--- src/common/pbuf_defines.svh ---
`ifndef PBUF_DEFINES_SVH
`define PBUF_DEFINES_SVH

// bank geometry
`define PBUF_PAGES     64
`define PBUF_PAGE_AW   6
`define PBUF_SLICES    8
`define PBUF_SLICE_AW  3
`define PBUF_BANK_AW   5

// field widths
`define PBUF_HALF_W    16
`define PBUF_ECC_W     8
`define PBUF_PORT_W    4
`define PBUF_PRIO_W    3
// length field of the header, pages minus one
`define PBUF_LEN_W     3
// free page count, 0 to PBUF_PAGES
`define PBUF_CNT_W     7

`endif
--- src/common/pbuf_pkg.sv ---
`include "pbuf_defines.svh"

package pbuf_pkg;

    // one halfword of packet data
    typedef logic [`PBUF_HALF_W-1:0] half_t;

    // page number inside the bank
    typedef logic [`PBUF_PAGE_AW-1:0] page_t;

    // halfword slot inside a page
    typedef logic [`PBUF_SLICE_AW-1:0] slice_t;

    // bank index on top, page number below
    typedef logic [`PBUF_BANK_AW+`PBUF_PAGE_AW-1:0] gaddr_t;

    typedef logic [`PBUF_ECC_W-1:0] ecc_t;
    typedef logic [`PBUF_PORT_W-1:0] port_t;
    typedef logic [`PBUF_PRIO_W-1:0] prio_t;

    // packet write progress
    typedef enum logic [1:0] {
        WR_IDLE,
        WR_FIRST,
        WR_NEXT
    } wr_state_t;

endpackage

--- src/free_list/free_page_queue.sv ---
`include "pbuf_defines.svh"

module free_page_queue import pbuf_pkg::*; (
    input  logic                   clk,
    input  logic                   rst_n,
    input  logic                   pop,
    input  logic                   push,
    input  page_t                  push_page,
    input  logic [`PBUF_LEN_W-1:0] look_len,
    output page_t                  head_page,
    output page_t                  look_page,
    output logic                   init_done,
    output logic [`PBUF_CNT_W-1:0] free_count
);

    // ring of free page numbers
    page_t ring [`PBUF_PAGES];

    logic [`PBUF_PAGE_AW-1:0] pop_ptr;
    logic [`PBUF_PAGE_AW-1:0] push_ptr;
    logic [`PBUF_PAGE_AW-1:0] look_ptr;
    // fill progress after reset, doubles as the page written
    logic [`PBUF_CNT_W-1:0]   fill_cnt;
    logic                     filling;
    logic                     wr_en;

    assign filling   = (fill_cnt != `PBUF_CNT_W'(`PBUF_PAGES));
    assign init_done = !filling;
    // returned pages win over the fill, the fill just waits
    assign wr_en     = push || filling;

    always_ff @(posedge clk) begin
        if (push) begin
            ring[push_ptr] <= push_page;
        end else if (filling) begin
            ring[push_ptr] <= fill_cnt[`PBUF_PAGE_AW-1:0];
        end
    end

    always_ff @(posedge clk) begin
        if (!rst_n) begin
            pop_ptr    <= '0;
            push_ptr   <= '0;
            fill_cnt   <= '0;
            free_count <= '0;
        end else begin
            if (pop) begin
                pop_ptr <= pop_ptr + 1'b1;
            end
            if (wr_en) begin
                push_ptr <= push_ptr + 1'b1;
            end
            if (!push && filling) begin
                fill_cnt <= fill_cnt + 1'b1;
            end
            // simultaneous entry and pop leave the count alone
            if (wr_en && !pop) begin
                free_count <= free_count + 1'b1;
            end else if (!wr_en && pop) begin
                free_count <= free_count - 1'b1;
            end
        end
    end

    // registered head, one cycle behind pop_ptr
    always_ff @(posedge clk) begin
        head_page <= ring[pop_ptr];
    end

    // predicted tail, needed in the header cycle itself
    assign look_ptr  = pop_ptr + `PBUF_PAGE_AW'(look_len);
    assign look_page = ring[look_ptr];

endmodule

--- config.mk ---
export PLATFORM = sky130hd
export DESIGN_NAME = free_page_queue
export DESIGN_NICKNAME = d
export VERILOG_FILES = /design/src/common/pbuf_pkg.sv /design/src/free_list/free_page_queue.sv
export VERILOG_INCLUDE_DIRS = /design/src /design/src/common
export SDC_FILE = /design/constraint.sdc
export NUM_CORES = 1
export LEC_CHECK = 0
export BUFFER_PORTS_ARGS = -buffer_cell sky130_fd_sc_hd__buf_2
export CORE_MARGIN = 2
export CORE_UTILIZATION = 60
export CTS_CLUSTER_DIAMETER = 200
export DETAILED_ROUTE_END_ITERATION = 10
export PLACE_DENSITY = 0.83
export SLEW_MARGIN = 0
export SYNTH_ARGS = -nofsm -noshare
export SYNTH_HDL_FRONTEND = slang
export SYNTH_SLANG_ARGS = --single-unit
--- constraint.sdc ---
create_clock -name clk -period 9 [get_ports clk]
set_input_delay 0.9 -clock clk [delete_from_list [all_inputs] [get_ports clk]]
set_output_delay 0.9 -clock clk [all_outputs]
set_load 0.005 [all_outputs]
==> metrics.md, run 1 <==
| Metric | Value |
|---|---|
| TritonCTS clock tree | yes |
| Area of all placed cells without fillers | 0.0217 sq mm |
| Average cell area after synthesis | 18.9 sq um |
| Area of the multi-input gates | 0.00726 sq mm |
| TritonCTS sink count | 416 |
| Top_reg_cell synth | sky130_fd_sc_hd__edfxtp_1 |
| Synth top area cells | sky130_fd_sc_hd__edfxtp_1 (58%), sky130_fd_sc_hd__mux4_2 (25%), sky130_fd_sc_hd__dfxtp_1 (3.2%), sky130_fd_sc_hd__mux2i_1 (2.9%), sky130_fd_sc_hd__nor2_1 (1.4%) |
| Number of antenna violations at the first check in global routing | 0 |
| Endpoint kind of the worst setup timing path | output pin |
| Worst path slowest cell | sky130_fd_sc_hd__fa_4 |
| Highest clock rate | 0.167 GHz |
| Hold Fails Final Rpt | 0 |
| Number of remaining DRC errors | 0 |
| GRT overflow | 0 |
| Synth area leader | sky130_fd_sc_hd__edfxtp_1 |
| Via count | 11,094 |
| Gp weighted congestion | 0.820 |
| Setup TNS after final layout | 0 ns |
| Data required time at the worst endpoint | 8.10 ns |
| Wire length of the first global-routing pass | 72.4 mm |
| Worst reg2reg path endpoint | head_page[1]$_DFF_P_ |
| Post-synthesis instance area | 0.0197 sq mm |
| Die outline area | 0.0344 sq mm |
| P per Cell Area | 211 mW/mm^2 |
| Number of buffers added on ports | 32 |
| Share of cells above drive strength 1 | 0.319 |
| Logic depth of the worst register-to-register path | 6 |
| Inserted Clock Buffers | 43 |
| Clock root buffer master | sky130_fd_sc_hd__clkbuf_16 |
| Placement Cell Area | 0.0203 sq mm |
| Number of routed nets with antenna violations | 0 |
| Flop and latch count out of synthesis | 416 |
| CORE AREA | 0.0325 sq mm |
| Cells resized by post-CTS repair | 0 |
| First DRT Iteration DRCs | 1,527 |
| HPWL after detailed placement | 29.7 mm |
| Vias in the first global route | 11,288 |
| Number of flops mapped to enable cells by yosys | 384 |
| Vias per inst | 7.22 |
| Final min period | 5.98 ns |
| Transition at the pin with the smallest max-transition slack | 1.22 ns |
| Number of diodes added for antenna fixing | 0 |
| Most common cell after layout, fill and taps aside | sky130_fd_sc_hd__edfxtp_1 |
| Signed area change from the synthesized netlist to the final layout | 9.81% |
| Number of violations of the max-capacitance limit | 0 |
| Standard-cell row count | 66 |
| Worst reg-to-reg setup slack | 5.32 ns |
| Synth Net Count | 1,072 |
| Static leakage | 6.91 nW |
| Hold-critical path endpoint | free_count[5]$_SDFFE_PN0P_ |
| I/O pin total | 33 |
| Relative max-transition margin | 0.185 |
| Yosys top cell area share | 0.584 |
| Run status | finished clean |
| Category of the critical setup timing path | reg2out |
| RSZ-0062 raised after global routing | no |
| Vertical die dimension | 185 um |
| Hold Path Depth | 2 |
| DR WL/cell | 31.3 um |
| Number of setup buffers added after CTS | 0 |
| Clock buffer depth | 3 |
| Pins over their slew limit | 0 |
| Fraction of registers with async set/reset | 0 |
| Share of synthesized area occupied by flip-flops and latches | 0.617 |
| Yosys warning total | 0 |
| Worst Hold Class | reg2reg |
| Seq. cell area | 0.0122 sq mm |
| Wirelength, routed | 48.1 mm |
| Count of hold-fix buffers inserted at cts | 0 |
| Total setup violations reported at the end of the flow | 0 |
| Clk Latency, worst-skew pair | 0.54 ns |
| Delay of the slowest critical-path stage | 1.49 ns |
| Top library cells by usage in the layout, fill and taps aside | sky130_fd_sc_hd__edfxtp_1 (384), sky130_fd_sc_hd__mux4_2 (220), sky130_fd_sc_hd__nor2_1 (75), sky130_fd_sc_hd__mux2i_1 (57), sky130_fd_sc_hd__clkbuf_16 (45) |
| Arr. time, crit path | 5.08 ns |
| Detailed-routing iteration count for the pre-antenna-repair pass | 9 |
| Highest ir drop seen on vdd | 0.147 mV |
| Element type at the critical path start | register |
| Die boundary width | 185 um |
| Reg clk slew, reported paths | 0.06 ns |
| Filler cell count | 2,051 |
| Share of the clock period used by the worst path after layout | 0.664 |
| Worst Clk Skew | 0.0197 ns |
| Cell variety after synth | 44 |
| Startpoint of the tightest hold check path | free_count[5]$_SDFFE_PN0P_ |
| Starting utilization of the core area | 0.608 |
| Synthesized instance count | 1,043 |
| CTS H-Tree Depth | 2 |
| Gr usage total | 0.295 |
| Largest net degree at the start of global routing | 66 |
| Number of nets in the final layout | 1,091 |
| Critical R2R Launch | pop_ptr[0]$_SDFFE_PN0P_ |
| Series of cell instances along the critical path | ha_4, fa_4, buf_4, mux4_2, mux4_2, mux2i_1, mux2i_1, buf_2 |
| Max Fanout on Critical Path | 65 |
[stage by stage]
step / hold slack (ns) / setup WS (ns) / cells / power [mW] / utilization
after floorplan: 0.515 / 4.40 / 1043 / 2.69 / -
after global placement: 0.526 / 3.38 / 1459 / 2.85 / 0.626
after detailed placement: 0.527 / 3.33 / 1459 / 2.86 / 0.626
after CTS: 0.537 / 3.01 / 1537 / 4.57 / 0.668
after global routing: 0.597 / 2.80 / 1537 / 4.68 / 0.668
final: 0.537 / 3.02 / 1537 / 4.56 / 0.668
[registers in the layout, summed over array words and instances (netlist names)]
signal and flops:
ring 384, fill_cnt 7, free_count 7, head_page 6, pop_ptr 6, push_ptr 6
[routing by layer]
layer / GRT usage / part of all wire
met1: 0.414 / 0.36
met3: 0.0790 / 0.13
met4: 0.0870 / 0.030
met2: 0.461 / 0.48
met5: 0 / 0
[final cells by class]
type | instances | share of cell area
Tap cell | 442 | 0.0255
Clock inverter | 22 | 0.00883
Timing Repair Buffer | 49 | 0.0133
Inverter | 8 | 0.00139
Multi-Input combinational cell | 544 | 0.335
Clock buffer | 56 | 0.0539
Sequential cell | 416 | 0.562
[worst max-delay path, delay by kind of cell (launching register included)]
family	cells	cell delay (ns)
buffers and inverters	2	0.74
multiplexers	4	1.38
flip-flops	1	0.58
adder cells (fa/ha/maj)	2	1.79
[Yosys cell counts (3+ instances only)]
cell and count:
sky130_fd_sc_hd__a21o_1 5, sky130_fd_sc_hd__a21oi_1 7, sky130_fd_sc_hd__a221oi_1 12, sky130_fd_sc_hd__a22oi_1 6
sky130_fd_sc_hd__and2_1 20, sky130_fd_sc_hd__buf_1 12, sky130_fd_sc_hd__buf_2 30, sky130_fd_sc_hd__buf_4 4
sky130_fd_sc_hd__buf_6 5, sky130_fd_sc_hd__clkbuf_1 24, sky130_fd_sc_hd__dfxtp_1 32, sky130_fd_sc_hd__edfxtp_1 384
sky130_fd_sc_hd__ha_1 14, sky130_fd_sc_hd__inv_1 8, sky130_fd_sc_hd__mux2i_1 57, sky130_fd_sc_hd__mux4_2 220
sky130_fd_sc_hd__nand2_1 30, sky130_fd_sc_hd__nand2b_1 6, sky130_fd_sc_hd__nand3_1 8, sky130_fd_sc_hd__nor2_1 75
sky130_fd_sc_hd__nor2b_1 11, sky130_fd_sc_hd__nor4_1 3, sky130_fd_sc_hd__o21ai_0 14, sky130_fd_sc_hd__o22ai_1 6
sky130_fd_sc_hd__or3_1 4, sky130_fd_sc_hd__xnor2_1 18, sky130_fd_sc_hd__xor2_1 3
[kinds of logic after synthesis]
kind of cell    count (synthesis)  synth area share
xor+xnor                       23            0.0110
simple gates                  170            0.0412
buf+inv                        83            0.0203
flops                         416             0.617
fa+ha+maj                      16            0.0109
compound gates                 57            0.0195
mux                           278             0.280
[worst max path at each step]
stage | cells after the start | slack (ns) | to | from
final | 8 | 3.02 | look_page[1] | pop_ptr[0]$_SDFFE_PN0P_
after global routing | 8 | 2.80 | look_page[1] | pop_ptr[0]$_SDFFE_PN0P_
after CTS | 8 | 3.01 | look_page[1] | pop_ptr[0]$_SDFFE_PN0P_
after detailed placement | 9 | 3.33 | look_page[1] | look_len[0]
after global placement | 9 | 3.38 | look_page[1] | look_len[0]
after floorplan | 3 | 4.40 | ring[0][0]$_DFFE_PP_ | push
[where the power goes]
part / internal, mW / leakage (nW) / switching, mW / total, mW
clock network: 1.00 / 0.659 / 0.732 / 1.74
logic: 0.318 / 2.48 / 0.332 / 0.649
registers: 2.14 / 3.77 / 0.0370 / 2.18
total: 3.46 / 6.91 / 1.10 / 4.56
Power figures use the tool's default switching activity.
==> inputs of run 2 (changes only) <==
--- a/config.mk
+++ b/config.mk
@@ -8,10 +8,10 @@
 export LEC_CHECK = 0
 export BUFFER_PORTS_ARGS = -buffer_cell sky130_fd_sc_hd__buf_2
 export CORE_MARGIN = 2
-export CORE_UTILIZATION = 60
+export CORE_UTILIZATION = 57
 export CTS_CLUSTER_DIAMETER = 200
 export DETAILED_ROUTE_END_ITERATION = 10
-export PLACE_DENSITY = 0.83
+export PLACE_DENSITY = 0.82
 export SLEW_MARGIN = 0
 export SYNTH_ARGS = -nofsm -noshare
 export SYNTH_HDL_FRONTEND = slang
==> constraint.sdc (replaced) <==
create_clock -name clk -period 4.86 [get_ports clk]
set_input_delay 0.486 -clock clk [delete_from_list [all_inputs] [get_ports clk]]
set_output_delay 0.486 -clock clk [all_outputs]
set_load 0.005 [all_outputs]
==> run 2 against run 1 <==
  * Total power increased by 85%
  * Highest routed layer unchanged
  * Critical path type unchanged
  * Combinational power increased by 99%
  * Worst setup slack got worse by 2.7 ns
  * Register-to-register slack got worse by 4.0 ns
  * Via count decreased by 1.7%
  * Flip-flop and latch count unchanged
  * Clock skew decreased by 0.0023 ns
  * Sequential power increased by 83%
==> metrics.md, run 2 (synthesis results as in run 1) <==
| Metric | Value |
|---|---|
| Wirelength, routed | 47.1 mm |
| Max Fanout on Critical Path | 37 |
| Delay of the slowest critical-path stage | 1.20 ns |
| Starting utilization of the core area | 0.576 |
| First DRT Iteration DRCs | 1,505 |
| Gp weighted congestion | 0.838 |
| Number of violations of the max-capacitance limit | 0 |
| Final min period | 4.53 ns |
| DR WL/cell | 30.2 um |
| CTS H-Tree Depth | 2 |
| Clk Latency, worst-skew pair | 0.54 ns |
| Number of setup buffers added after CTS | 0 |
| Vias per inst | 7.00 |
| Wire length of the first global-routing pass | 70.6 mm |
| Startpoint of the tightest hold check path | pop |
| Number of remaining DRC errors | 0 |
| Clock root buffer master | sky130_fd_sc_hd__clkbuf_16 |
| Register containing the most flip-flops in the final layout | ring |
| HPWL after detailed placement | 30.3 mm |
| Pins over their slew limit | 0 |
| Transition at the pin with the smallest max-transition slack | 1.24 ns |
| Total setup violations reported at the end of the flow | 0 |
| Category of the critical setup timing path | reg2out |
| Worst path slowest cell | sky130_fd_sc_hd__fa_4 |
| Clock buffer depth | 3 |
| Detailed-routing iteration count for the pre-antenna-repair pass | 6 |
| Run status | finished clean |
| TritonCTS clock tree | yes |
| Number of flip-flops in the largest register | 384 |
| Element type at the critical path start | register |
| P per Cell Area | 387 mW/mm^2 |
| Final core utilization | 0.635 |
| Largest net degree at the start of global routing | 88 |
| I/O pin total | 33 |
| Number of buffers added on ports | 32 |
| Number of diodes added for antenna fixing | 0 |
| Worst setup path start | pop_ptr[0]$_SDFFE_PN0P_ |
| Critical R2R Launch | pop_ptr[1]$_SDFFE_PN0P_ |
| Vertical die dimension | 190 um |
| Count of hold-fix buffers inserted at cts | 0 |
| Highest clock rate | 0.221 GHz |
| Highest ir drop seen on vdd | 0.315 mV |
| Worst reg-to-reg setup slack | 1.33 ns |
| GRT overflow | 0 |
| Number of antenna violations at the first check in global routing | 0 |
| Vias in the first global route | 10,955 |
| Cells resized by post-CTS repair | 0 |
| Biggest regs | ring (384), fill_cnt (7), free_count (7) |
| Die outline area | 0.0361 sq mm |
| Inserted Clock Buffers | 43 |
| Worst Hold Class | in2reg |
| Top library cells by usage in the layout, fill and taps aside | sky130_fd_sc_hd__edfxtp_1 (384), sky130_fd_sc_hd__mux4_2 (220), sky130_fd_sc_hd__nor2_1 (75), sky130_fd_sc_hd__mux2i_1 (57), sky130_fd_sc_hd__clkbuf_16 (44) |
| Most common cell after layout, fill and taps aside | sky130_fd_sc_hd__edfxtp_1 |
| Static leakage | 6.96 nW |
| Via count | 10,901 |
| Signed area change from the synthesized netlist to the final layout | 10.4% |
| Standard-cell row count | 68 |
| CORE AREA | 0.0343 sq mm |
| Die boundary width | 190 um |
| Gr usage total | 0.270 |
| Setup TNS after final layout | 0 ns |
| Worst Clk Skew | 0.0174 ns |
| Number of nets in the final layout | 1,097 |
| Series of cell instances along the critical path | ha_4, fa_4, buf_4, buf_4, mux4_2, mux4_2, mux2i_1, mux2i_1, buf_2 |
| Share of the clock period used by the worst path after layout | 0.931 |
| TritonCTS sink count | 416 |
| Number of routed nets with antenna violations | 0 |
| Arr. time, crit path | 4.04 ns |
| Endpoint kind of the worst setup timing path | output pin |
| Share of cells above drive strength 1 | 0.324 |
| Hold Fails Final Rpt | 0 |
| Reg clk slew, reported paths | 0.06 ns |
| RSZ-0062 raised after global routing | no |
| Data required time at the worst endpoint | 4.37 ns |
| Relative max-transition margin | 0.177 |
-- run 2: cell count changes in the layout (fill, tap and decap cells not counted) --
| cell | delta |
|---|---|
| sky130_fd_sc_hd__buf_12 | +5 |
| sky130_fd_sc_hd__clkinv_8 | +1 |
| sky130_fd_sc_hd__clkinv_4 | -1 |
| sky130_fd_sc_hd__clkbuf_8 | +5 |
| sky130_fd_sc_hd__clkbuf_16 | -1 |
| sky130_fd_sc_hd__clkinv_1 | +1 |
| sky130_fd_sc_hd__clkbuf_1 | -1 |
| sky130_fd_sc_hd__bufinv_16 | -2 |
| sky130_fd_sc_hd__buf_4 | +1 |
-- run 2: power breakdown --
part	switching (mW)	total [mW]	internal, mW
sequential	0.0302	4.00	3.97
clock	1.35	3.14	1.80
combinational	0.678	1.29	0.615
-- run 2: final timing paths --
check	cells after the start	to
worst min-delay path	3	pop_ptr[1]$_SDFFE_PN0P_
worst min register to register	2	free_count[5]$_SDFFE_PN0P_
worst max register to register	7	head_page[5]$_DFF_P_
worst max-delay path	9	look_page[1]
-- run 2: critical path, delay by kind of cell, from the launching register on --
kind / cells / cell delay (ns)
fa+ha+maj: 2 / 1.36
flops: 1 / 0.36
buf+inv: 3 / 0.68
mux: 4 / 1.09
-- run 2: cell type report --
class | count | area, sq um
clock buffer | 59 | 1210
clock inverter | 21 | 143
fill | 2270 | 12500
inverter | 8 | 30.0
multi-input combinational | 544 | 7260
sequential | 416 | 12200
tap | 455 | 569
timing repair buffer | 55 | 395
-- run 2: through the flow --
stage / std cells / worst slack (ns) / hold WS (ns) / area [sq um] / power [mW]
6_report: 1558 / 0.335 / 0.425 / 21800 / 8.44
5_1_grt: 1558 / 0.216 / 0.434 / 21800 / 8.67
4_1_cts: 1558 / 0.311 / 0.397 / 21800 / 8.46
3_5_place_dp: 1478 / 0.605 / 0.553 / 20400 / 5.36
3_3_place_gp: 1478 / 0.632 / 0.521 / 20400 / 5.34
2_1_floorplan: 1043 / 0.449 / 0.515 / 19700 / 4.97
-- run 2: metal layers --
metal  wire, um  vias to the layer above  part of all wire  GRT usage
li1           -                     4412                 -          -
met2      22500                      749              0.48      0.420
met3       5760                      122              0.12     0.0764
met1      17200                     5618              0.36      0.377
met5          0                        -                 0          0
met4       1610                        0             0.034     0.0844
