`config.mk`:
```
export PLATFORM = sky130hd
export DESIGN_NAME = pkt_write_fsm_flat
export DESIGN_NICKNAME = d
export VERILOG_FILES = /design/src/common/pbuf_pkg.sv /design/src/common/page_wr_if.sv /design/src/hw/pkt_write_fsm.sv /design/src/hw/slice_counter.sv /design/src/flat_wrapper.sv
export VERILOG_INCLUDE_DIRS = /design/src /design/src/common
export SDC_FILE = /design/constraint.sdc
export NUM_CORES = 1
export LEC_CHECK = 0
export BUFFER_PORTS_ARGS = -buffer_cell sky130_fd_sc_hd__buf_2
export CORE_MARGIN = 2
export CORE_UTILIZATION = 39
export CTS_BUF_LIST = sky130_fd_sc_hd__clkbuf_8
export DETAILED_ROUTE_END_ITERATION = 8
export GPL_TIMING_DRIVEN = 0
export PLACE_DENSITY_LB_ADDON = 0.2
export SLEW_MARGIN = 20
export SYNTH_ARGS = -nofsm -noshare
export SYNTH_HDL_FRONTEND = slang
export SYNTH_HIERARCHICAL = 1
export SYNTH_SLANG_ARGS = --single-unit
```
`constraint.sdc`:
```
create_clock -name clk -period 2.8 [get_ports clk]
set_input_delay 0.56 -clock clk [delete_from_list [all_inputs] [get_ports clk]]
set_output_delay 0.56 -clock clk [all_outputs]
set_load 0.01 [all_outputs]
```
`src/common/pbuf_defines.svh`:
```
`ifndef PBUF_DEFINES_SVH
`define PBUF_DEFINES_SVH

// bank geometry
`define PBUF_PAGES     64
`define PBUF_PAGE_AW   6
`define PBUF_SLICES    8
`define PBUF_SLICE_AW  3
`define PBUF_BANK_AW   5

// field widths
`define PBUF_HALF_W    16
`define PBUF_ECC_W     8
`define PBUF_PORT_W    4
`define PBUF_PRIO_W    3
// length field of the header, pages minus one
`define PBUF_LEN_W     3
// free page count, 0 to PBUF_PAGES
`define PBUF_CNT_W     7

`endif
```
`src/common/pbuf_pkg.sv`:
```
`include "pbuf_defines.svh"

package pbuf_pkg;

    // one halfword of packet data
    typedef logic [`PBUF_HALF_W-1:0] half_t;

    // page number inside the bank
    typedef logic [`PBUF_PAGE_AW-1:0] page_t;

    // halfword slot inside a page
    typedef logic [`PBUF_SLICE_AW-1:0] slice_t;

    // bank index on top, page number below
    typedef logic [`PBUF_BANK_AW+`PBUF_PAGE_AW-1:0] gaddr_t;

    typedef logic [`PBUF_ECC_W-1:0] ecc_t;
    typedef logic [`PBUF_PORT_W-1:0] port_t;
    typedef logic [`PBUF_PRIO_W-1:0] prio_t;

    // packet write progress
    typedef enum logic [1:0] {
        WR_IDLE,
        WR_FIRST,
        WR_NEXT
    } wr_state_t;

endpackage

```
`src/common/page_wr_if.sv`:
```
interface page_wr_if import pbuf_pkg::*; ();

    // halfword strobe, one per cycle at most
    logic   slice_vld;
    // slot of the halfword in the current page
    slice_t slice_idx;
    half_t  slice_data;
    // page being filled
    page_t  cur_page;
    // last slot of a page, or end of a short page
    logic   page_end;

    // write control side
    modport ctrl (
        output slice_vld, slice_idx, slice_data, cur_page, page_end
    );

    // storage side
    modport store (
        input slice_vld, slice_idx, slice_data, cur_page, page_end
    );

endinterface

```
`src/hw/pkt_write_fsm.sv`:
```
`include "pbuf_defines.svh"

module pkt_write_fsm import pbuf_pkg::*; (
    input  logic                     clk,
    input  logic                     rst_n,
    input  logic [`PBUF_BANK_AW-1:0] bank_idx,
    input  logic                     data_vld,
    input  half_t                    data,
    input  logic                     end_of_packet,
    input  page_t                    head_page,
    input  page_t                    look_page,
    output logic                     pop,
    output logic [`PBUF_LEN_W-1:0]   look_len,
    output logic                     join_request,
    output port_t                    dest_port,
    output prio_t                    prior,
    output gaddr_t                   head_addr,
    output gaddr_t                   tail_addr,
    page_wr_if.ctrl                  wr
);

    wr_state_t state;
    page_t     cur_page;
    logic      page_end;
    logic      refetch;
    logic      hdr;

    slice_counter u_slice_cnt (
        .clk           (clk),
        .rst_n         (rst_n),
        .slice_vld     (data_vld),
        .end_of_packet (end_of_packet),
        .slice_idx     (wr.slice_idx),
        .page_end      (page_end),
        .refetch       (refetch)
    );

    // first halfword of a packet carries the header
    assign hdr = (state == WR_IDLE) && data_vld;

    // current page leaves the free queue with its first slot
    assign pop = data_vld && (wr.slice_idx == '0);

    // header bits 9:7, tail sits that many entries past the queue head
    assign look_len = data[9:7];

    assign wr.slice_vld  = data_vld;
    assign wr.slice_data = data;
    assign wr.cur_page   = cur_page;
    assign wr.page_end   = page_end;

    always_ff @(posedge clk) begin
        if (!rst_n) begin
            state <= WR_IDLE;
        end else begin
            case (state)
                WR_IDLE: begin
                    if (hdr && !end_of_packet) begin
                        state <= WR_FIRST;
                    end
                end
                WR_FIRST: begin
                    if (end_of_packet) begin
                        state <= WR_IDLE;
                    end else if (page_end) begin
                        state <= WR_NEXT;
                    end
                end
                WR_NEXT: begin
                    if (end_of_packet) begin
                        state <= WR_IDLE;
                    end
                end
                default: state <= WR_IDLE;
            endcase
        end
    end

    // queue head is the page after the one being filled
    // refetch picks it up again once a late pop has settled
    always_ff @(posedge clk) begin
        if (!rst_n) begin
            cur_page <= '0;
        end else if (page_end || refetch) begin
            cur_page <= head_page;
        end
    end

    always_ff @(posedge clk) begin
        if (!rst_n) begin
            join_request <= 1'b0;
        end else begin
            join_request <= hdr;
        end
    end

    // enqueue fields, valid with join_request
    always_ff @(posedge clk) begin
        if (hdr) begin
            dest_port <= data[3:0];
            prior     <= data[6:4];
            head_addr <= {bank_idx, cur_page};
            tail_addr <= {bank_idx, look_page};
        end
    end

endmodule

```
`src/hw/slice_counter.sv`:
```
`include "pbuf_defines.svh"

module slice_counter import pbuf_pkg::*; (
    input  logic   clk,
    input  logic   rst_n,
    input  logic   slice_vld,
    input  logic   end_of_packet,
    output slice_t slice_idx,
    output logic   page_end,
    output logic   refetch
);

    logic eop_d;

    // page closes on its last slot
    // or when a packet stops inside an open page
    assign page_end = (slice_vld && slice_idx == slice_t'(`PBUF_SLICES - 1))
                    || (end_of_packet && (slice_vld || slice_idx != '0));

    always_ff @(posedge clk) begin
        if (!rst_n) begin
            slice_idx <= '0;
            eop_d     <= 1'b0;
            refetch   <= 1'b0;
        end else begin
            // next packet always starts at slot 0
            if (end_of_packet) begin
                slice_idx <= '0;
            end else if (slice_vld) begin
                slice_idx <= slice_idx + 1'b1;
            end
            // two stage delay, free queue head needs a cycle after a late pop
            eop_d   <= end_of_packet;
            refetch <= eop_d;
        end
    end

endmodule

```
`src/flat_wrapper.sv`:
```
// flat-port wrapper written by rule: the top's interface ports become plain ports
module pkt_write_fsm_flat import pbuf_pkg::*;
  (clk, rst_n, bank_idx, data_vld, data, end_of_packet, head_page, look_page, pop, look_len, join_request, dest_port, prior, head_addr, tail_addr, wr_slice_vld, wr_slice_idx, wr_slice_data, wr_cur_page, wr_page_end);
  page_wr_if wr_i ();
  input  logic clk;
  input  logic rst_n;
  input  logic [`PBUF_BANK_AW-1:0] bank_idx;
  input  logic data_vld;
  input  half_t data;
  input  logic end_of_packet;
  input  page_t head_page;
  input  page_t look_page;
  output logic pop;
  output logic [`PBUF_LEN_W-1:0] look_len;
  output logic join_request;
  output port_t dest_port;
  output prio_t prior;
  output gaddr_t head_addr;
  output gaddr_t tail_addr;
  output wire logic [$bits(wr_i.slice_vld)-1:0] wr_slice_vld;
  output wire logic [$bits(wr_i.slice_idx)-1:0] wr_slice_idx;
  output wire logic [$bits(wr_i.slice_data)-1:0] wr_slice_data;
  output wire logic [$bits(wr_i.cur_page)-1:0] wr_cur_page;
  output wire logic [$bits(wr_i.page_end)-1:0] wr_page_end;
  assign wr_slice_vld = wr_i.slice_vld;
  assign wr_slice_idx = wr_i.slice_idx;
  assign wr_slice_data = wr_i.slice_data;
  assign wr_cur_page = wr_i.cur_page;
  assign wr_page_end = wr_i.page_end;
  pkt_write_fsm u_core (.clk(clk), .rst_n(rst_n), .bank_idx(bank_idx), .data_vld(data_vld), .data(data), .end_of_packet(end_of_packet), .head_page(head_page), .look_page(look_page), .pop(pop), .look_len(look_len), .join_request(join_request), .dest_port(dest_port), .prior(prior), .head_addr(head_addr), .tail_addr(tail_addr), .wr(wr_i));
endmodule
```
==> out/qor.csv, run 1 <==
stage,metric,value,unit
status,outcome,"finished, final reports clean",
layout,Finished Cell Area,0.002145,mm2
layout,layout cells sized above 1,59.90,%
yosys,sequential area share after synthesis,66.06,%
hold_path,worst hold path class,register to register,
setup_path,Crit. Startpoint,u_core/u_slice_cnt/slice_idx[0],
setup_path,worst endpoint required time,2.24,ns
floorplan,Chip Width,66.33,um
clocking,CTS tree,built,
setup_path,Crit Path Max Fanout,6,
detailed_routing,Post-route DRC,0,
grt,initial antenna violation count,0,
clocking,Clock transition at path regs,0.07,ns
clocking,post-CTS sizing,0,
setup_path,slowest cell on the critical path,dfxtp_1,
floorplan,die height,66.33,um
yosys,Yosys top cell by area,edfxtp_1,
placed_design,GPL Wtd Cong,0.7145,
sta,period utilization,79.83,%
setup_path,CP Cell Sequence,ha_1 > ha_1 > a21oi_1 > a21oi_1 > buf_2,
sta,worst slew pin tran,0.5158,ns
yosys,"flops & latches, synth",38,
setup_path,Worst R2R End,u_core/wr.cur_page[3],
grt,grt ovf,0,
hold_path,WHS Path Cells,1,
power_and_ir_drop,Leakage,1.022,nW
grt,global-route wire length before repair,4.381,mm
clocking,H-tree levels,2,
sta,fin crit period,2.235,ns
floorplan,initial core utilization,41.08,%
grt,largest net degree at the start of global routing,17,
sta,hold_ws,0.4445,ns
yosys,Post-Syn Instances,110,
clocking,cts bufs inserted,5,
grt,All-Layer GR Usage,13.79,%
setup_path,CP Data Arrival Time,1.68,ns
floorplan,I/O pin count,98,
sta,final hold vios,0,
setup_path,startpoint types,register,
detailed_routing,first drt pass iteration count,4,
setup_path,CP endpoint kind,primary output,
detailed_routing,vias per cell,4.408,
sta,Final setup viols,0,
placed_design,port bufs,88,
clocking,clock buffer depth,2,
setup_path,WS Path Type,register to primary output,
sta,worst setup margin,0.5648,ns
yosys,Synthesis Warnings,6,
sta,slew margin rel.,65.57,%
placed_design,dpl ws,0.6879,ns
clocking,CTS Hold Bufs,0,
sta,Worst Skew,0.007175,ns
grt,vias in the first global route,996,
yosys,Post-Syn Area,0.001515,mm2
sta,final setup TNS,0,ns
floorplan,CORE AREA,0.003689,mm2
clocking,post-CTS setup buffer count,0,
clocking,worst-skew pair later-pin latency,0.28,ns
yosys,Area contributors post-synth,"edfxtp_1 48%, dfxtp_1 18%, buf_4 12%",
power_and_ir_drop,power density over the cells,578.8,mW/mm2
sta,Achievable Freq,447.4,MHz
floorplan,Cell Rows,22,
placed_design,Post-DP Area,0.002038,mm2
setup_path,R2R setup slack,1.03,ns
setup_path,reg2reg start,u_core/u_slice_cnt/slice_idx[0],
placed_design,HPWL after DPL,2.455,mm
sta,fin. max-slew vios,0,
layout,nets,246,
detailed_routing,final WL,3.043,mm
yosys,synthesized net count,150,
power_and_ir_drop,VDD IR max,0.0003589,V
detailed_routing,Detail Route Antenna Nets,0,
yosys,Synth cell types,22,
clocking,Clock Root Buffer,clkbuf_8,
sta,RSZ-0062 raised after global routing,no,
job,Max Cap Viol,0,
setup_path,CP peak stage delay,0.42,ns
detailed_routing,drt wl/cell,11.93,um
setup_path,Worst R2R Path Depth,7,
detailed_routing,vias post-DR,1124,
layout,area added between synthesis and finish,41.54,%
detailed_routing,Initial DRC Count,56,
layout,Antenna Cells,0,
clocking,clock sink count,38,
setup_path,end of the critical path,wr_page_end,
yosys,syn avg cell area,13.77,um2
floorplan,die area,0.004400,mm2
yosys,post-synth top area share,47.56,%
## metal layers
metal	share of wire [%]	global-route usage, %	up-vias
met1	37	13.26	494
li1	-	-	554
met2	51	25.50	70
met3	10	5.451	6
met4	1.3	6.122	0
met5	0	0	-
## critical path, delay by kind of cell (launching register included)
| kind | cells | cell delay [ns] |
|---|---|---|
| AOI/OAI and AO/OA | 2 | 0.43 |
| DFF | 1 | 0.42 |
| adders and majority gates | 2 | 0.32 |
| buffers and inverters | 1 | 0.22 |
## cells in the final DEF (no fill, tap or decap), drive strengths merged, types with 2 or more instances in the layout
cell	Yosys	final
a21boi	6	6
a21oi	3	3
and2	3	3
buf	27	116
clkbuf	1	6
dfxtp	14	14
edfxtp	24	24
ha	3	3
inv	2	4
mux2i	2	2
nand2b	3	3
nor2	5	5
o21ai	6	6
or3b	6	6
## state kept, by name (all words and copies together), names as in the netlist
| register | count |
|---|---|
| u_core/u_slice_cnt/slice_idx | 3 |
| u_core/wr.cur_page | 6 |
| u_core/prior | 3 |
| u_core/tail_addr | 6 |
| u_core/join_request | 1 |
| u_core/u_slice_cnt/eop_d | 1 |
| u_core/state | 2 |
| u_core/dest_port | 4 |
| u_core/u_slice_cnt/refetch | 1 |
| u_core/head_addr | 11 |
## kinds of logic (layout without fill, tap and decap cells)
group / after synthesis / after routing / synth area share [%]
flip-flops: 38 / 38 / 66.06
adder cells (fa/ha/maj): 3 / 3 / 2.478
AO/OA/AOI/OAI: 16 / 16 / 6.523
AND/OR/NAND/NOR: 20 / 20 / 8.754
buffers and inverters: 30 / 127 / 14.29
XOR/XNOR: 1 / 1 / 0.5781
multiplexers: 2 / 2 / 1.321
## synthesized netlist by cell type
library cell  instances
xnor2_1               1
ha_1                  3
mux2i_1               2
a21boi_1              4
a21boi_0              2
or3b_1                6
nor3b_1               1
clkbuf_2              1
buf_4                25
and2_1                3
edfxtp_1             24
nand3b_1              1
nor4b_1               1
inv_1                 2
buf_2                 1
o21ai_0               6
nand2b_1              3
nor2_1                5
buf_6                 1
a21oi_1               3
dfxtp_1              14
a2111oi_0             1
## metrics by stage
stage	std cells	total power, mW	util (%)
6_report	255	1.241	58.14
3_3_place_gp	246	0.8199	54.78
4_1_cts	255	1.263	58.14
5_1_grt	255	1.299	58.14
2_1_floorplan	110	0.7456	-
3_5_place_dp	247	0.8285	55.26
## area by class of cell
cell class                 instances  area (um2)
fill                             328        1544
sequential                        38        1001
timing repair buffer              89       451.7
multi-input combinational         42       309.0
buffer                            28       209.0
clock buffer                       5       68.82
tap                               48       60.06
clock inverter                     3       37.54
inverter                           2       7.507
## worst min path at each step
stage	start	endpoint	slack (ns)
detailed placement	u_core/u_slice_cnt/eop_d	u_core/u_slice_cnt/refetch	0.43
finish	u_core/u_slice_cnt/eop_d	u_core/u_slice_cnt/refetch	0.44
floorplan	u_core/u_slice_cnt/eop_d	u_core/u_slice_cnt/refetch	0.41
CTS	look_page[2]	u_core/tail_addr[2]	0.44
global placement	u_core/u_slice_cnt/eop_d	u_core/u_slice_cnt/refetch	0.42
global route	look_page[3]	u_core/tail_addr[3]	0.44
## power breakdown
part | switching (mW) | internal (mW) | leakage (nW)
clock network | 0.169 | 0.259 | 0.0607
logic | 0.0803 | 0.0875 | 0.612
registers | 0.0130 | 0.632 | 0.349
total | 0.263 | 0.979 | 1.02
Note: power is estimated with default switching activity, not from simulation.
==> inputs of run 2 (changes only) <==
Settings changed: ABC_AREA set to 1.
Clock period 2.8 ns to 2.3 ns, I/O delays scaled along.
==> run 2 against run 1 <==
  * First-iteration DRC count down 23%
  * Critical path depth is 1 higher
  * Global-route usage down 2.1 points
  * Setup slack got worse by 0.11 ns
  * Wire length decreased by 14%
  * Hold slack got worse by 0.092 ns
  * Cell count rose by 6.7%
  * Non-clock buffer count down 4
  * Count of clock-buffer cells in the layout unchanged
  * Combinational power rose by 22%
  * Sequential power up 23%
  * Total power up 14%
  * Largest power group unchanged
==> out/qor.csv, run 2 <==
stage,metric,value,unit
setup_path,worst endpoint required time,1.84,ns
placed_design,GPL Wtd Cong,0.7026,
yosys,Area contributors post-synth,"edfxtp_1 48%, dfxtp_1 19%, buf_4 13%",
clocking,cts bufs inserted,5,
power_and_ir_drop,VDD IR max,0.0003878,V
detailed_routing,Detail Route Antenna Nets,0,
grt,routing usage on met2,20.71,%
setup_path,CP peak stage delay,0.40,ns
yosys,Most used DFF post-synth,edfxtp_1,
floorplan,I/O pin count,98,
sta,RSZ-0062 raised after global routing,no,
detailed_routing,vias post-DR,1116,
yosys,Synthesis Warnings,6,
yosys,Yosys top cell by area,edfxtp_1,
layout,area added between synthesis and finish,39.36,%
clocking,CTS tree,built,
sta,worst slew pin tran,0.8463,ns
sta,final hold vios,0,
layout,Largest register FFs,11,
status,outcome,"finished, final reports clean",
power_and_ir_drop,Leakage,1.043,nW
hold_path,worst hold path class,primary input to register,
layout,most frequent cells in the layout,"88 x buf_2, 25 x buf_4, 24 x edfxtp_1, 19 x nor2_1, 15 x nand2_1",
clocking,H-tree levels,2,
power_and_ir_drop,Final Power,1.420,mW
setup_path,startpoint types,register,
job,Max Cap Viol,0,
floorplan,Cell Rows,22,
clocking,clock sink count,38,
setup_path,CP bufs+invs,2,
yosys,Post-Syn Instances,128,
grt,grt ovf,0,
grt,global-route wire length before repair,3.822,mm
sta,fin. max-slew vios,0,
yosys,sequential area share after synthesis,67.28,%
yosys,"flops & latches, synth",38,
setup_path,CP endpoint kind,primary output,
layout,Finished Cell Area,0.002073,mm2
floorplan,die height,65.76,um
grt,initial antenna violation count,0,
sta,Achievable Freq,541.0,MHz
yosys,Synth cell types,13,
sta,period utilization,80.37,%
placed_design,Post-DP Area,0.001988,mm2
setup_path,CP Cell Sequence,inv_1 > ha_1 > nand2_1 > nand2_1 > nand2_1 > buf_2,
grt,GRT Max-Usage Layer,met2,
grt,largest net degree at the start of global routing,25,
clocking,CTS Hold Bufs,0,
detailed_routing,final WL,2.626,mm
setup_path,critical path's most frequent cell,nand2_1,
detailed_routing,Post-route DRC,0,
sta,final setup TNS,0,ns
layout,Antenna Cells,0,
clocking,post-CTS setup buffer count,0,
setup_path,Top delay family on crit path,flip-flops,
placed_design,HPWL after DPL,2.072,mm
clocking,Clock Root Buffer,clkbuf_8,
grt,All-Layer GR Usage,11.65,%
sta,slew margin rel.,43.52,%
detailed_routing,vias per cell,4.103,
sta,fin crit period,1.848,ns
grt,GR Util met1,12.58,%
detailed_routing,drt wl/cell,9.654,um
placed_design,port bufs,88,
detailed_routing,Initial DRC Count,43,
yosys,most common cell in the synthesized netlist,buf_4,
layout,sequential cell area,0.001001,mm2
layout,"most common cell after layout, fill and taps aside",buf_2,
layout,nets,263,
clocking,clock buffer depth,2,
clocking,Clock transition at path regs,0.07,ns
clocking,worst-skew pair later-pin latency,0.28,ns
sta,Final setup viols,0,
clocking,post-CTS sizing,0,
layout,filler instances,320,
layout,Top Registers,"u_core/head_addr x11, u_core/tail_addr x6, u_core/wr.cur_page x6",
yosys,syn avg cell area,11.62,um2
yosys,"FFs w/ async S/R, synth",0,%
setup_path,WS Path Type,register to primary output,
layout,post-layout util,56.63,%
layout,footprint of the multi-input gates,254.0,um2
yosys,"EDFF count, synth",24,
yosys,synthesized net count,168,
grt,GR Util met3,3.938,%
setup_path,slowest cell on the critical path,dfxtp_1,
yosys,Commonest cells post-synth,"25 x buf_4, 24 x edfxtp_1, 19 x nor2_1, 15 x nand2_1, 14 x dfxtp_1",
sta,Worst Skew,0.005825,ns
yosys,Post-Syn Area,0.001488,mm2
grt,vias in the first global route,905,
floorplan,CORE AREA,0.003661,mm2
floorplan,die area,0.004324,mm2
power_and_ir_drop,power density over the cells,684.7,mW/mm2
floorplan,initial core utilization,40.64,%
detailed_routing,first drt pass iteration count,4,
layout,Biggest register,u_core/head_addr,
setup_path,Crit Path Max Fanout,5,
setup_path,CP Data Arrival Time,1.39,ns
layout,layout cells sized above 1,54.46,%
yosys,post-synth top area share,48.44,%
floorplan,Chip Width,65.76,um
==> run 2: cells by family (layout without fill, tap and decap cells) <==
logic type      Yosys count  after routing  synth area share (%)
fa+ha+maj                 3              3                 2.523
flops                    38             38                 67.28
compound gates           11             11                 3.700
simple gates             39             39                 10.85
buf+inv                  37            133                 15.64
==> run 2: metrics by stage <==
| stage | setup WS [ns] | instances | hold WS, ns |
|---|---|---|---|
| 2_1_floorplan | 0.8816 | 128 | 0.3900 |
| 3_3_place_gp | 0.5017 | 264 | 0.3924 |
| 3_5_place_dp | 0.5119 | 264 | 0.4093 |
| 4_1_cts | 0.4211 | 272 | 0.3384 |
| 5_1_grt | 0.3514 | 272 | 0.3318 |
| 6_report | 0.4516 | 272 | 0.3524 |
==> run 2: area by class of cell <==
cell class / count / share of cell area [%]
flip-flops and latches: 38 / 48.28
repair buffers: 88 / 21.24
multi-input cells: 53 / 12.25
plain buffers: 25 / 9.052
clock buffers: 5 / 3.319
well taps: 48 / 2.897
inverters: 12 / 2.173
clock inverters: 3 / 0.7845
==> run 2: worst paths after layout <==
kind | slack [ns] | depth (start not counted) | end | startpoint
worst min-delay path | 0.35 | 1 | u_core/head_addr[10] | bank_idx[4]
worst max register to register | 0.74 | 3 | u_core/prior[0] | u_core/state[1]
worst max-delay path | 0.45 | 6 | wr_page_end | u_core/u_slice_cnt/slice_idx[0]
worst min register to register | 0.42 | 2 | u_core/u_slice_cnt/refetch | u_core/u_slice_cnt/eop_d
==> run 2: where the power goes <==
part | switching (mW) | internal, mW | leakage (nW) | total [mW]
Clock | 0.217 | 0.207 | 0.0416 | 0.424
Combinational | 0.105 | 0.0992 | 0.652 | 0.205
Sequential | 0.0164 | 0.775 | 0.350 | 0.791
Total | 0.338 | 1.08 | 1.04 | 1.42
==> run 2: routing by layer <==
layer,vias up,routed length [um]
met1,473,1047
met3,2,324
met5,-,0
met2,62,1234
met4,0,19
li1,579,-
